### config.mk
export PLATFORM = sky130hd
export DESIGN_NAME = psrControl
export DESIGN_NICKNAME = d
export VERILOG_FILES = /design/src/hw/psrPkg.sv /design/src/hw/excIf.sv /design/src/hw/msrIf.sv /design/src/hw/exceptionPriority.sv /design/src/hw/msrWrite.sv /design/src/hw/psrBank.sv /design/src/hw/psrControl.sv
export SDC_FILE = /design/constraint.sdc
export NUM_CORES = 1
export LEC_CHECK = 0
export ABC_AREA = 1
export BUFFER_PORTS_ARGS = -buffer_cell sky130_fd_sc_hd__buf_2
export CAP_MARGIN = 10
export CELL_PAD_IN_SITES_DETAIL_PLACEMENT = 1
export CELL_PAD_IN_SITES_GLOBAL_PLACEMENT = 2
export CORE_UTILIZATION = 35
export DETAILED_ROUTE_END_ITERATION = 6
export GPL_TIMING_DRIVEN = 0
export MAX_ROUTING_LAYER = met4
export PLACE_DENSITY_LB_ADDON = 0.1
export RECOVER_POWER = 50
export SLEW_MARGIN = 0
export SYNTH_ARGS = -nofsm -noshare
export SYNTH_HDL_FRONTEND = slang
export SYNTH_HIERARCHICAL = 1
export SYNTH_SLANG_ARGS = --single-unit
### constraint.sdc
create_clock -name clk -period 7.5 [get_ports clk]
set_input_delay 1.875 -clock clk [delete_from_list [all_inputs] [get_ports clk]]
set_output_delay 1.875 -clock clk [all_outputs]
set_load 0.005 [all_outputs]
### src/hw/psrPkg.sv
`default_nettype none

package psrPkg;

  // Processor mode codes as held in CPSR[4:0]
  typedef enum logic [4:0] {
    ModeUsr = 5'b10000,
    ModeFiq = 5'b10001,
    ModeIrq = 5'b10010,
    ModeSvc = 5'b10011,
    ModeAbt = 5'b10111,
    ModeUnd = 5'b11011,
    ModeSys = 5'b11111
  } cpuModeT;

  // Bit positions on the exception request bus
  typedef enum logic [2:0] {
    ExcFiq         = 3'd0,
    ExcIrq         = 3'd1,
    ExcDataAbt     = 3'd2,
    ExcPrefetchAbt = 3'd3,
    ExcSwi         = 3'd4,
    ExcUndef       = 3'd5
  } excBitT;

  localparam int PsrFlagHi  = 31; // N Z C V
  localparam int PsrFlagLo  = 28;
  localparam int PsrEndian  = 9;
  localparam int PsrIrqMask = 7;
  localparam int PsrFiqMask = 6;
  localparam int PsrThumb   = 5;
  localparam int PsrModeHi  = 4;
  localparam int PsrModeLo  = 0;

  // One-hot vector select toward fetch
  localparam logic [6:0] VecReset    = 7'b000_0001;
  localparam logic [6:0] VecUndef    = 7'b000_0010;
  localparam logic [6:0] VecSwi      = 7'b000_0100;
  localparam logic [6:0] VecPrefetch = 7'b000_1000;
  localparam logic [6:0] VecDataAbt  = 7'b001_0000;
  localparam logic [6:0] VecIrq      = 7'b010_0000;
  localparam logic [6:0] VecFiq      = 7'b100_0000;
  localparam logic [6:0] VecNone     = 7'b000_0000;

  // SVC mode with I and F set before the bank adds E
  localparam logic [31:0] ResetPsr = 32'h0000_00D3;

  function automatic logic modeIsLegal(input logic [4:0] mode);
    case (mode)
      ModeUsr, ModeFiq, ModeIrq, ModeSvc, ModeAbt, ModeUnd, ModeSys: return 1'b1;
      default: return 1'b0;
    endcase
  endfunction

  // Only the five exception modes own a saved register
  function automatic logic modeHasSpsr(input logic [4:0] mode);
    case (mode)
      ModeFiq, ModeIrq, ModeSvc, ModeAbt, ModeUnd: return 1'b1;
      default: return 1'b0;
    endcase
  endfunction

endpackage

`default_nettype wire

### src/hw/excIf.sv
`timescale 1ns/1ns
`default_nettype none

// Exception command path, prioritizer to bank
interface excIf import psrPkg::*; ();

  cpuModeT curMode;    // From CPSR, may carry an illegal code
  logic    irqMasked;  // CPSR I bit
  logic    fiqMasked;  // CPSR F bit

  logic    take;       // One-cycle command, always accepted
  cpuModeT targetMode;
  logic    setFiqMask; // FIQ entry only

  modport prio (
    input  curMode, irqMasked, fiqMasked,
    output take, targetMode, setFiqMask
  );

  modport bank (
    output curMode, irqMasked, fiqMasked,
    input  take, targetMode, setFiqMask
  );

endinterface

`default_nettype wire

### src/hw/msrIf.sv
`timescale 1ns/1ns
`default_nettype none

// MSR write path between the merge logic and the bank
interface msrIf ();

  logic [31:0] cpsr;      // Current status
  logic [31:0] spsrCur;   // Saved status of current mode

  // Never both high in one cycle
  logic        writeCpsr;
  logic        writeSpsr;
  logic [31:0] writeData; // Already merged by field mask

  modport writer (
    input  cpsr, spsrCur,
    output writeCpsr, writeSpsr, writeData
  );

  modport bank (
    output cpsr, spsrCur,
    input  writeCpsr, writeSpsr, writeData
  );

endinterface

`default_nettype wire

### src/hw/exceptionPriority.sv
`timescale 1ns/1ns
`default_nettype none

module exceptionPriority import psrPkg::*; (
  input  logic       reset,
  input  logic [5:0] exceptions,
  excIf.prio         exc,
  output logic [6:0] pcVectorAddressE
);

  logic [5:0] liveReq;  // Requests after I/F masking
  logic       winValid;
  cpuModeT    winMode;
  logic [6:0] winVec;
  logic       winFiq;

  always_comb begin
    liveReq = exceptions;
    liveReq[ExcIrq] = exceptions[ExcIrq] & ~exc.irqMasked; // I bit blocks IRQ
    liveReq[ExcFiq] = exceptions[ExcFiq] & ~exc.fiqMasked; // F bit blocks FIQ
  end

  // Fixed priority, highest first
  always_comb begin
    winValid = 1'b1;
    winFiq   = 1'b0;
    if (liveReq[ExcDataAbt]) begin
      winMode = ModeAbt;
      winVec  = VecDataAbt;
    end else if (liveReq[ExcFiq]) begin
      winMode = ModeFiq;
      winVec  = VecFiq;
      winFiq  = 1'b1; // Only FIQ entry masks further FIQs
    end else if (liveReq[ExcIrq]) begin
      winMode = ModeIrq;
      winVec  = VecIrq;
    end else if (liveReq[ExcPrefetchAbt]) begin
      winMode = ModeAbt; // Shares abort mode with data abort
      winVec  = VecPrefetch;
    end else if (liveReq[ExcUndef]) begin
      winMode = ModeUnd;
      winVec  = VecUndef;
    end else if (liveReq[ExcSwi]) begin
      winMode = ModeSvc;
      winVec  = VecSwi;
    end else begin
      winValid = 1'b0;
      winMode  = exc.curMode; // Nothing pending
      winVec   = VecNone;
    end
  end

  // Reentry guard
  // Winner already in its own mode is dropped, no fallback to a lower request
  assign exc.take       = ~reset & winValid & (winMode != exc.curMode);
  assign exc.targetMode = winMode;
  assign exc.setFiqMask = winFiq;

  always_comb begin
    if (reset)
      pcVectorAddressE = VecReset;
    else if (exc.take)
      pcVectorAddressE = winVec;
    else
      pcVectorAddressE = VecNone; // No redirect this cycle
  end

endmodule

`default_nettype wire

### src/hw/msrWrite.sv
`timescale 1ns/1ns
`default_nettype none

module msrWrite import psrPkg::*; (
  input  logic [31:0] aluOut,
  input  logic [4:0]  msrMask, // [4] SPSR select, [3:0] f s x c
  msrIf.writer        msr
);

  logic        privileged;
  logic        curHasSpsr;
  logic        toSpsr;
  logic [3:0]  byteEn;   // After privilege filtering
  logic        anyByte;
  logic [31:0] mergeBase;
  logic [31:0] merged;

  assign privileged = msr.cpsr[PsrModeHi:PsrModeLo] != ModeUsr;
  assign curHasSpsr = modeHasSpsr(msr.cpsr[PsrModeHi:PsrModeLo]);
  assign toSpsr     = msrMask[4];

  // User code may touch the flags byte and nothing else
  always_comb begin
    if (privileged)
      byteEn = msrMask[3:0];
    else
      byteEn = {msrMask[3], 3'b000};
  end

  assign anyByte   = |byteEn;
  assign mergeBase = toSpsr ? msr.spsrCur : msr.cpsr;

  // Byte-wise merge of ALU result over the selected register
  always_comb begin
    merged = mergeBase;
    for (int b = 0; b < 4; b++) begin
      if (byteEn[b])
        merged[8*b +: 8] = aluOut[8*b +: 8];
    end
    // Bad mode code leaves the old mode, I F T still land
    if (byteEn[0] && !modeIsLegal(aluOut[PsrModeHi:PsrModeLo]))
      merged[PsrModeHi:PsrModeLo] = mergeBase[PsrModeHi:PsrModeLo];
  end

  assign msr.writeData = merged;
  assign msr.writeCpsr = anyByte & ~toSpsr;
  assign msr.writeSpsr = anyByte & toSpsr & curHasSpsr; // USR and SYS have no SPSR

endmodule

`default_nettype wire

### src/hw/psrBank.sv
`timescale 1ns/1ns
`default_nettype none

module psrBank import psrPkg::*; #(
  parameter logic ResetBigEndian = 1'b1
) (
  input  logic        clk,
  input  logic        reset,
  input  logic [3:0]  flagsNext,
  input  logic        restoreCpsr,
  input  logic        notStallW,
  excIf.bank          exc,
  msrIf.bank          msr,
  output logic [31:0] cpsrData,
  output logic [31:0] spsrData
);

  localparam int NumSpsr = 5;

  // Reset value with endianness folded in
  localparam logic [31:0] ResetCpsr = ResetPsr | (32'(ResetBigEndian) << PsrEndian);

  logic [31:0] cpsr;
  logic [31:0] spsr [NumSpsr]; // SVC ABT UND IRQ FIQ

  logic [2:0]  curIdx;
  logic [2:0]  tgtIdx;
  logic        curHasSpsr;
  logic        newFiqMask;
  logic [31:0] excCpsr;        // CPSR after exception entry

  // Slot of each exception mode in the saved bank
  function automatic logic [2:0] spsrSlot(input logic [4:0] mode);
    case (mode)
      ModeSvc: return 3'd0;
      ModeAbt: return 3'd1;
      ModeUnd: return 3'd2;
      ModeIrq: return 3'd3;
      ModeFiq: return 3'd4;
      default: return 3'd0; // Unused, guarded by curHasSpsr
    endcase
  endfunction

  assign curIdx     = spsrSlot(cpsr[PsrModeHi:PsrModeLo]);
  assign tgtIdx     = spsrSlot(exc.targetMode);
  assign curHasSpsr = modeHasSpsr(cpsr[PsrModeHi:PsrModeLo]);
  assign newFiqMask = exc.setFiqMask | cpsr[PsrFiqMask];

  // Flags and E survive, I set, T cleared, other bits cleared
  always_comb begin
    excCpsr                        = '0;
    excCpsr[PsrFlagHi:PsrFlagLo]   = cpsr[PsrFlagHi:PsrFlagLo];
    excCpsr[PsrEndian]             = cpsr[PsrEndian];
    excCpsr[PsrIrqMask]            = 1'b1;
    excCpsr[PsrFiqMask]            = newFiqMask;
    excCpsr[PsrThumb]              = 1'b0; // Back to ARM state
    excCpsr[PsrModeHi:PsrModeLo]   = exc.targetMode;
  end

  // Writeback half-cycle, one update per edge in priority order
  always_ff @(negedge clk) begin
    if (reset) begin
      cpsr <= ResetCpsr;
      spsr <= '{default: '0};
    end else if (exc.take) begin
      spsr[tgtIdx] <= cpsr; // Save old status for the return
      cpsr         <= excCpsr;
    end else if (msr.writeCpsr) begin
      cpsr <= msr.writeData;
    end else if (msr.writeSpsr) begin
      spsr[curIdx] <= msr.writeData;
    end else if (restoreCpsr && curHasSpsr) begin
      cpsr <= spsr[curIdx]; // Exception return
    end else if (notStallW) begin
      cpsr[PsrFlagHi:PsrFlagLo] <= flagsNext;
    end
  end

  assign cpsrData = cpsr;

  // USR, SYS and bad modes fall back to CPSR
  always_comb begin
    if (curHasSpsr)
      spsrData = spsr[curIdx];
    else
      spsrData = cpsr;
  end

  assign msr.cpsr    = cpsr;
  assign msr.spsrCur = spsr[curIdx];

  assign exc.curMode   = cpuModeT'(cpsr[PsrModeHi:PsrModeLo]);
  assign exc.irqMasked = cpsr[PsrIrqMask];
  assign exc.fiqMasked = cpsr[PsrFiqMask];

endmodule

`default_nettype wire

### src/hw/psrControl.sv
`timescale 1ns/1ns
`default_nettype none

module psrControl #(
  parameter logic ResetBigEndian = 1'b1 // E bit after reset
) (
  input  logic        clk,
  input  logic        reset,
  input  logic [3:0]  flagsNext,
  input  logic [31:0] aluOut,
  input  logic [4:0]  msrMask,     // [4] SPSR select
  input  logic [5:0]  exceptions,  // Laid out as excBitT
  input  logic        restoreCpsr,
  input  logic        notStallW,
  output logic [31:0] cpsrData,
  output logic [31:0] spsrData,
  output logic [6:0]  pcVectorAddressE
);

  excIf excLink ();
  msrIf msrLink ();

  exceptionPriority i_exceptionPriority (
    .reset            (reset),
    .exceptions       (exceptions),
    .exc              (excLink.prio),
    .pcVectorAddressE (pcVectorAddressE)
  );

  msrWrite i_msrWrite (
    .aluOut  (aluOut),
    .msrMask (msrMask),
    .msr     (msrLink.writer)
  );

  psrBank #(
    .ResetBigEndian (ResetBigEndian)
  ) i_psrBank (
    .clk         (clk),
    .reset       (reset),
    .flagsNext   (flagsNext),
    .restoreCpsr (restoreCpsr),
    .notStallW   (notStallW),
    .exc         (excLink.bank),
    .msr         (msrLink.bank),
    .cpsrData    (cpsrData),
    .spsrData    (spsrData)
  );

endmodule

`default_nettype wire

==> Yosys cells after proc, flatten, opt, wreduce, memory -nomap -nowiden <==
Cells that the tools add are included.
{ "word_totals": {"input_bits": 51, "output_inout_bits": 71, "reg_bits": 192} }
{ "op_classes": {"n_reduce_logical": 18, "n_eq_ne": 21, "order_cmp": 4, "n_mux": 52, "bitwise": 15} }
{ "op_table": {"columns": ["operator", "count"], "rows": [
  ["$mux W160", 3],
  ["$bwmux W160", 2],
  ["$mux W32", 8],
  ["$demux W32 S3", 2],
  ["$bmux W32 S3", 1],
  ["$eq A5 B5 Y1 const B", 16],
  ["$mux W7", 8],
  ["$mux W5", 7],
  ["$mux W8", 4],
  ["$mux W28", 1],
  ["$pmux W3 S4", 2],
  ["$mux W1", 10],
  ["$ge A4 B4 Y1 const B", 2],
  ["$lt A4 B1 Y1 const B", 2],
  ["$mux W4", 2],
  ["$not A3 Y4", 2],
  ["$and A1 B1 Y1", 7],
  ["$reduce_or A7 Y1", 1],
  ["$mux W3", 2],
  ["$reduce_and A2 Y1", 3],
  ["$reduce_and A3 Y1", 2],
  ["$reduce_bool A3 Y1", 2],
  ["$ne A5 B5 Y1", 1],
  ["$ne A5 B5 Y1 const B", 1],
  ["other kinds (11)", 19]
]} }

==> Longest topological paths before layout <==
Gate-level depths: netlist of the first run.
{ "depth": {"depth_word": 15, "depth_mapped": 19} }

==> Hierarchy <==
The synthesis of the first run kept the hierarchy.
{ "modules_own_cells": {"columns": ["module", "cells_each", "n_inst", "area_each_um2"], "rows": [
  ["psrBank", 1586, 1, 10597.7],
  ["msrWrite", 173, 1, 875.8],
  ["exceptionPriority", 69, 1, 327.8]
]} }

==> results.json, run 1 <==
{
  "dp_hpwl_mm": 45.6,
  "syn_to_final_growth_pct": 64.1,
  "fin_setup_tns_ns": -41.29,
  "drv_cap": 0,
  "cts_max_level": 4,
  "yosys_warnings": 6,
  "critical_path.startpoint_type": "flop",
  "seq_area_frac_synth": 0.326,
  "reg2reg_from": "i_psrBank/cpsrData[2]",
  "finalNetCount": 2338,
  "core_sq_um": 32900,
  "setup_slack_ns": -0.662,
  "rsz0062_at_grt": "yes",
  "cts-root-buf": "clkbuf_16",
  "die_h_microns": 186,
  "hold_path_class": "reg2reg",
  "violations": "negative setup slack",
  "netlist_instances": 1828,
  "slew_headroom": 0.0482,
  "hold_buffers": 0,
  "switching_share": 0.486,
  "rr_worst_depth": 21,
  "hold_path_end": "i_psrBank/spsr[125]",
  "synth.distinct_cells": 42,
  "p_seq_frac": 0.239,
  "track_usage": 0.378,
  "synth_top_cells_by_area": "dfxtp_1, nand2_1, o22ai_1",
  "path_buf_inv": 5,
  "synth-seq-cells": 192,
  "power.density_nw_per_um2": 276,
  "first_iter_violations": 1704,
  "finalSetupViolCount": 198,
  "start_util": 0.359,
  "hold_depth": 2,
  "ir_worst_vdd_v": 0.000154,
  "vias": 16800,
  "die_w_microns": 186,
  "p_leak_uw": 0.00848,
  "finalWeightedCongestion": 0.963,
  "cp.required_ns": 5.62,
  "syn_area_sq_um": 11800,
  "final_cells": 2741,
  "cts_tree": "yes",
  "grt_pass1_wl_mm": 93.4,
  "worstReg2RegEnd": "i_psrBank/spsr[55]",
  "antenna_found_initial": 1,
  "p_int_uw": 2740,
  "slowest_stage": "dfxtp_4",
  "pwr-share-clk": 0.270,
  "ff2ff_setup_slack_ns": 3.95,
  "hold_violations": 0,
  "avgViaCountPerCell": 6.12,
  "power_switching_uw": 2590,
  "wl_mm": 75.9,
  "cp_num_cells": 12,
  "io_buffers": 117,
  "rows": 66,
  "grt_overflow_total": 0,
  "dp.cells": 2387,
  "grt_max_degree": 17,
  "path_max_fanout": 7,
  "clkSlewWorstSetupHoldPaths_ns": 0.05,
  "min_from": "i_psrBank/spsr[125]",
  "layout-drive-gt1-share": 0.412,
  "cts_sinks": 192,
  "status": "finished with violations",
  "grt_pass1_vias": 15700,
  "crit_chain": "nor2_4 -> nand3_4 -> inv_6 -> nor2_4 -> buf_6 -> buf_6 -> nand3_2 -> nand4_1 -> buf_6 -> nand2_1 -> nand2_1 -> buf_2",
  "crit_type": "reg2out",
  "yosys.area.top_type_share": 0.326,
  "crit_family": "simple AND/OR/NAND/NOR gates",
  "synth_top_area_cell": "dfxtp_1",
  "worst_ep_arrival_time_ns": 6.29,
  "combPwrFrac": 0.492,
  "cp_common_cell": "buf_6",
  "fin_skew_ns": 0.0660,
  "drv_slew": 0,
  "wl_per_cell_microns": 27.7,
  "dieArea_sq_um": 34500,
  "clockBufferDepth": 2,
  "detail_route.first_pass.iterations": 7,
  "cts_buffers": 17,
  "preCtsSetupSlack_ns": -1.09,
  "post_synth.cell_area_avg_sq_um": 6.46,
  "worstSkewPairLatency_ns": 0.56,
  "synth_nets": 1879,
  "crit_path_end_kind": "primary output",
  "ant_nets": 0,
  "critPathMaxStageDelay_ns": 0.39,
  "route.detailed.drc": 0,
  "ioPinCount": 122,
  "fill_cells": 4103,
  "tightestPinTransition_ns": 1.43
}
-- through the flow --
step                area (sq um)  total power, uW  hold slack (ns)   util
global placement           12900             2900            0.434  0.394
finish                     19400             5340            0.460  0.589
detailed placement         12900             2930            0.442  0.394
floorplan                  11800             2330            0.424      -
global route               19400             5520            0.473  0.589
CTS                        16400             4630            0.450  0.500
-- power by group through the flow --
| stage | registers (uW) | clock network, uW | logic (uW) |
|---|---|---|---|
| final | 1270 | 1440 | 2620 |
| after global routing | 1280 | 1540 | 2700 |
| after floorplan | 1220 | 155 | 956 |
| after CTS | 1250 | 1360 | 2010 |
| after global placement | 1250 | 155 | 1490 |
| after detailed placement | 1250 | 155 | 1520 |
-- flip-flops by register name, indices dropped and copies added (netlist names) --
signal and cells:
i_psrBank/spsr 160, i_psrBank/cpsrData 32
-- cell type report --
class                   instances  area (sq um)  share of cell area
well taps                     442           553              0.0286
flip-flops and latches        192          3860               0.199
inverters                     136           581              0.0300
clock inverters               205           833              0.0430
clock buffers                  17           425              0.0220
plain buffers                 172          1540              0.0793
diodes                          1          2.50            0.000129
multi-input cells            1324          9220               0.476
repair buffers                252          2350               0.121
-- cells in the mapped netlist, drive strengths merged --
cell,n
nor3,3
a21boi,2
a21oi,185
nand3b,1
or2,20
o21ai,174
a211oi,8
nand4,14
and2,1
o22ai,179
buf,101
dfxtp,192
o22a,2
clkinv,1
nor2b,1
inv,136
nor2,217
nand2,398
nand3,99
o211ai,19
clkbuf,75
-- cells in the final DEF, fill, tap and decap left out, types with 11 or more instances in the layout --
cell type	netlist	final
nor2_4	4	68
clkbuf_1	75	59
nor2_1	205	112
a21oi_1	184	98
or2_1	11	11
buf_8	1	21
buf_12	0	39
inv_1	120	296
nand3_1	85	37
o21ai_1	5	28
o211ai_1	19	19
nand3_2	11	33
o21ai_0	165	68
nand2_4	7	47
dfxtp_1	192	187
o21ai_2	4	63
inv_2	14	18
o22ai_1	179	125
o22ai_2	0	49
o21ai_4	0	15
buf_2	38	118
clkbuf_16	0	39
nand3_4	3	29
buf_4	47	107
buf_6	7	38
nor2_2	7	36
nand2_1	384	286
a21oi_2	1	77
nand2_2	7	62
-- worst max path at each step --
stage | startpoint | endpoint | slack (ns)
3_5_place_dp | exceptions[4] | i_psrBank/spsr[107] | -1.09
6_report | i_psrBank/cpsrData[3] | spsrData[26] | -0.66
4_1_cts | i_psrBank/cpsrData[4] | spsrData[11] | -0.42
3_3_place_gp | exceptions[4] | i_psrBank/spsr[107] | -1.04
2_1_floorplan | exceptions[2] | i_psrBank/spsr[122] | 0.01
5_1_grt | i_psrBank/cpsrData[4] | spsrData[0] | -0.66
-- worst reg2reg max path, stage by stage (launching register included) --
cell and delay [ns]:
dfxtp_4 0.35, buf_12 0.14, buf_8 0.12, buf_4 0.17, buf_4 0.16, nor2_2 0.14
nand3_4 0.21, nand2_4 0.21, nand2_2 0.07, nor2_2 0.14, nor2_1 0.09, inv_2 0.19
nand2_1 0.15, nor2_4 0.27, buf_6 0.17, nand2_4 0.05, o21ai_4 0.11, clkinv_4 0.21
buf_6 0.17, buf_12 0.14, nand2_4 0.07, a21oi_4 0.05
-- layer usage --
layer | GRT usage | share of wire | vias to the layer above
met5 | - | 0 | -
met4 | 0.162 | 0.074 | 0
met3 | 0.0847 | 0.092 | 437
li1 | - | - | 7089
met2 | 0.583 | 0.44 | 1139
met1 | 0.472 | 0.39 | 8118
-- cell families after synthesis --
family                 after synthesis  synth area share
AOI/OAI and AO/OA                  569             0.269
and+or+nand+nor                    754             0.281
buffers and inverters              313             0.124
DFF                                192             0.326
-- what timing repair did --
action                                  in CTS  in global routing
resized for setup                          425                651
hold endpoints to repair                     0                  0
pin swaps                                   61                165
cloned                                       7                 22
buffers inserted                            75                 33
endpoints found under the setup margin     206                229
No activity file was read; power rests on OpenSTA's default activity.
==> run 2: changes to the inputs <==
- ABC_AREA: 1 -> 0
- CORE_UTILIZATION: 35 -> 40
==> run 2 against run 1 <==
The flow now stops in 5_1_grt. Synthesized cell count fell by 32%. Synthesized area fell by 3.1%.
==> results.json, run 2 <==
{
  "die_w_microns": 171,
  "stop_stage": "5_1_grt",
  "status": "aborted with a tool error",
  "synthTopCellsByCount": "a21oi_1, dfxtp_1, o221a_2",
  "post_synth.cell_area_avg_sq_um": 9.14,
  "synth-seq-cells": 192,
  "ioPinCount": 122,
  "start_util": 0.409,
  "cts_sinks": 192,
  "dominantRegCellSynth": "dfxtp_1",
  "grt_overflow_total": 31,
  "cts_buffers": 17,
  "seq_area_frac_synth": 0.336,
  "synth_top_family_by_area": "compound AO/OA/AOI/OAI gates",
  "clockBufferDepth": 2,
  "yosys.area.top_type_share": 0.336,
  "syn_area_sq_um": 11400,
  "synth_top_area_cell": "dfxtp_1",
  "track_usage": 0.821,
  "die_h_microns": 171,
  "synth-simple-area-share": 0.105,
  "synth_adder_area_share": 0,
  "dp_hpwl_mm": 34.9,
  "synth_nets": 1302,
  "rows": 61,
  "worstEpCategory": "primary output",
  "finalWeightedCongestion": 0.889,
  "hold_buffers": 0,
  "grt_max_degree": 21,
  "antenna_found_initial": 5,
  "synth.distinct_cells": 73,
  "tool.error": "[ERROR GRT-0232] Routing congestion too high. Check the congestion heatmap in the GUI.",
  "cts-root-buf": "clkbuf_16",
  "synth_top_cells_by_area": "dfxtp_1, o221a_2, a21oi_1",
  "preCtsSetupSlack_ns": -1.56,
  "netlist_instances": 1251,
  "synth_edf_count": 0,
  "yosysMostFrequentCell": "a21oi_1",
  "postGrtWorstEndpoint": "spsrData[30]",
  "synthArstFlopShare": 0,
  "synth_mux_area_frac": 0.0566,
  "yosys_warnings": 6,
  "io_buffers": 120,
  "synth_compound_area_frac": 0.405,
  "cts_max_level": 4,
  "synth_xor_area_frac": 0.000766
}
==> run 2: metal layers <==
| layer | overflow | global-route usage |
|---|---|---|
| met1 | 0 | 0.819 |
| met4 | 15 | 0.803 |
| met2 | 16 | 0.937 |
| met5 | - | - |
| met3 | 0 | 0.684 |
==> run 2: stage by stage <==
step / setup TNS (ns) / cell area, sq um / instances
after CTS: -85.04 / 16800 / 2119
after detailed placement: -274.43 / 12800 / 1749
after global placement: -281.52 / 12800 / 1749
after floorplan: -95.20 / 11700 / 1251
==> run 2: logic make-up after synthesis <==
kind of cell,Yosys count
simple gates,234
buf+inv,206
flops,192
mux,57
compound gates,561
xor+xnor,1
==> run 2: repair_timing <==
item | in CTS
setup buffers | 141
gates resized for setup | 295
setup endpoints to repair | 230
pin swaps | 71
gates cloned | 8
==> run 3: changes to the inputs <==
- CELL_PAD_IN_SITES_DETAIL_PLACEMENT: 1 -> default
- CELL_PAD_IN_SITES_GLOBAL_PLACEMENT: 2 -> default
- CORE_UTILIZATION: 40 -> 25
- MAX_ROUTING_LAYER: met4 -> default
- PLACE_DENSITY_LB_ADDON: 0.1 -> 0.15
==> run 3 against run 2 <==
The flow now finishes, with violations (negative setup slack). Synthesized cell count is the same. Synthesized area is the same.
==> results.json, run 3 <==
{
  "die_w_microns": 216,
  "status": "finished with violations",
  "seq_area_frac_synth": 0.336,
  "syn_area_sq_um": 11400,
  "grt_pass1_wl_mm": 91.1,
  "synth-simple-area-share": 0.105,
  "netlist_instances": 1251,
  "ir_worst_vdd_v": 0.000199,
  "fin_skew_ns": 0.0446,
  "path_max_fanout": 7,
  "ant_nets": 0,
  "core_sq_um": 45300,
  "synthTopCellsByCount": "a21oi_1, dfxtp_1, o221a_2",
  "syn_to_final_growth_pct": 69.5,
  "worstReg2RegEnd": "i_psrBank/cpsrData[28]",
  "clockBufferDepth": 2,
  "dominantRegCellSynth": "dfxtp_1",
  "synth_top_cells_by_area": "dfxtp_1, o221a_2, a21oi_1",
  "antennaDiodeCount": 0,
  "cp-startpoint": "i_psrBank/cpsrData[2]",
  "cp_common_cell": "buf_12",
  "yosysMostFrequentCell": "a21oi_1",
  "synth_top_family_by_area": "compound AO/OA/AOI/OAI gates",
  "vias": 13300,
  "crit_chain": "buf_12 -> buf_8 -> nor2_4 -> o21ai_4 -> a21bo_4 -> buf_12 -> buf_12 -> a211oi_4 -> a21oi_2 -> buf_2",
  "worst_ep_arrival_time_ns": 6.25,
  "final_cell_mix": "inv_1, dfxtp_1, a21oi_2",
  "synth_compound_area_frac": 0.405,
  "drv_cap": 0,
  "route.detailed.drc": 0,
  "grt_pass1_vias": 13900,
  "yosys_warnings": 6,
  "hold_violations": 0,
  "grt_overflow_total": 0,
  "hold_path_class": "reg2reg",
  "cts_buffers": 17,
  "grt_max_degree": 20,
  "synth_adder_area_share": 0,
  "fill_cells": 4415,
  "rsz0062_at_grt": "yes",
  "finalNetCount": 1795,
  "critPathMaxStageDelay_ns": 0.36,
  "rr_worst_depth": 13,
  "detail_route.first_pass.iterations": 7,
  "first_iter_violations": 942,
  "final_common_cell": "inv_1",
  "synth.distinct_cells": 73,
  "violations": "negative setup slack",
  "synth_xor_area_frac": 0.000766,
  "crit_path_end_kind": "primary output",
  "cts-root-buf": "clkbuf_16",
  "drv_slew": 0,
  "io_buffers": 120,
  "path_buf_inv": 5,
  "post_synth.cell_area_avg_sq_um": 9.14,
  "critical_path.endpoint": "spsrData[22]",
  "finalSetupViolCount": 229,
  "reg2reg_from": "i_psrBank/cpsrData[3]",
  "die_h_microns": 216,
  "cp_num_cells": 10,
  "dp_hpwl_mm": 38.1,
  "avgViaCountPerCell": 5.63,
  "p_leak_uw": 0.00850,
  "wl_mm": 62.2,
  "power.density_nw_per_um2": 243,
  "regMostFlops": "i_psrBank/spsr",
  "worstSkewPairLatency_ns": 0.51,
  "wl_per_cell_microns": 26.4,
  "rows": 78,
  "synth_edf_count": 0,
  "cts_max_level": 4,
  "largest_reg_flops": 160,
  "synthArstFlopShare": 0,
  "ioPinCount": 122,
  "slew_headroom": 0.283,
  "critical_path.startpoint_type": "flop",
  "clkSlewWorstSetupHoldPaths_ns": 0.04,
  "tightestPinTransition_ns": 1.08,
  "yosys.area.top_type_share": 0.336,
  "ff2ff_setup_slack_ns": 4.25,
  "crit_type": "reg2out",
  "layout-drive-gt1-share": 0.580,
  "finalWeightedCongestion": 0.869,
  "cts_sinks": 192,
  "antenna_found_initial": 0,
  "crit_family": "compound AO/OA/AOI/OAI gates",
  "synth-seq-cells": 192,
  "cts_tree": "yes",
  "slowest_stage": "a211oi_4",
  "dieArea_sq_um": 46600,
  "final_util": 0.428,
  "start_util": 0.253,
  "cp.required_ns": 5.62,
  "final_cells": 2356,
  "synth_nets": 1302,
  "track_usage": 0.261,
  "synth_mux_area_frac": 0.0566,
  "setup_slack_ns": -0.624,
  "synth_top_area_cell": "dfxtp_1",
  "dp.cells": 1971
}
[run 3: cell counts after synthesis]
No cell type changed its count.
[run 3: worst min path at each step]
stage,endpoint,slack [ns],start,cells after the start
final,i_psrBank/spsr[57],0.52,i_psrBank/spsr[57],1
after floorplan,i_psrBank/spsr[66],0.49,i_psrBank/spsr[66],1
after detailed placement,i_psrBank/spsr[126],0.50,i_psrBank/spsr[126],1
after CTS,i_psrBank/spsr[67],0.52,i_psrBank/spsr[67],1
after global routing,i_psrBank/spsr[100],0.54,i_psrBank/spsr[100],1
after global placement,i_psrBank/spsr[93],0.50,i_psrBank/spsr[93],1
[run 3: through the flow]
| stage | area [sq um] | setup TNS, ns | worst slack, ns | hold WS (ns) | total power [uW] |
|---|---|---|---|---|---|
| floorplan | 11700 | -95.20 | -0.546 | 0.489 | 2130 |
| global placement | 13100 | -296.52 | -1.72 | 0.503 | 2630 |
| detailed placement | 13100 | -296.08 | -1.73 | 0.502 | 2630 |
| CTS | 18700 | -109.17 | -0.614 | 0.519 | 4590 |
| global route | 19400 | -127.98 | -0.679 | 0.536 | 4960 |
| finish | 19400 | -110.28 | -0.624 | 0.524 | 4710 |
[run 3: area by class of cell]
class                   count  area, sq um  area share
flip-flops and latches    192         3870       0.200
repair buffers            294         2680       0.138
well taps                 600          751      0.0387
multi-input cells         853         9110       0.470
clock buffers              17          425      0.0219
inverters                  41          163     0.00839
clock inverters           206          903      0.0466
plain buffers             153         1480      0.0764
[run 3: routing by layer]
metal / routed length (microns) / part of all wire / global-route usage / vias to the layer above
li1: - / - / - / 5836
met1: 26900 / 0.43 / 0.335 / 6708
met2: 29100 / 0.47 / 0.412 / 581
met3: 4080 / 0.066 / 0.0602 / 132
met4: 2140 / 0.034 / 0.125 / 0
met5: 0 / 0 / 0 / -
[run 3: cells by family after synthesis]
| family | count (synthesis) |
|---|---|
| muxes | 57 |
| buffers and inverters | 206 |
| DFF | 192 |
| AOI/OAI and AO/OA | 561 |
| xor gates and xnor gates | 1 |
| and+or+nand+nor | 234 |
[run 3: worst reg2reg max path, stage by stage, from the launching register on]
cell	delay (ns)
dfxtp_4	0.37
buf_4	0.16
buf_4	0.13
buf_4	0.13
nor4_2	0.29
nand2_2	0.14
a21oi_1	0.31
nor2_1	0.22
clkbuf_1	0.37
nor2_1	0.46
nand3_1	0.15
a31oi_2	0.23
nand2_1	0.10
o2111ai_2	0.09
[run 3: where the power goes]
group,switching [uW],internal (uW),leakage [uW],total (uW)
Clock,804,642,0.00132,1450
Combinational,1110,912,0.00561,2020
Sequential,109,1130,0.00156,1240
[run 3: timing repair]
item / in CTS / in global routing
setup buffers: 125 / 39
pin swaps: 154 / 94
endpoints found under the hold margin: 0 / 0
setup endpoints to repair: 230 / 230
resized for setup: 565 / 154
hold buffers: 0 / 0
cloned: 22 / 4
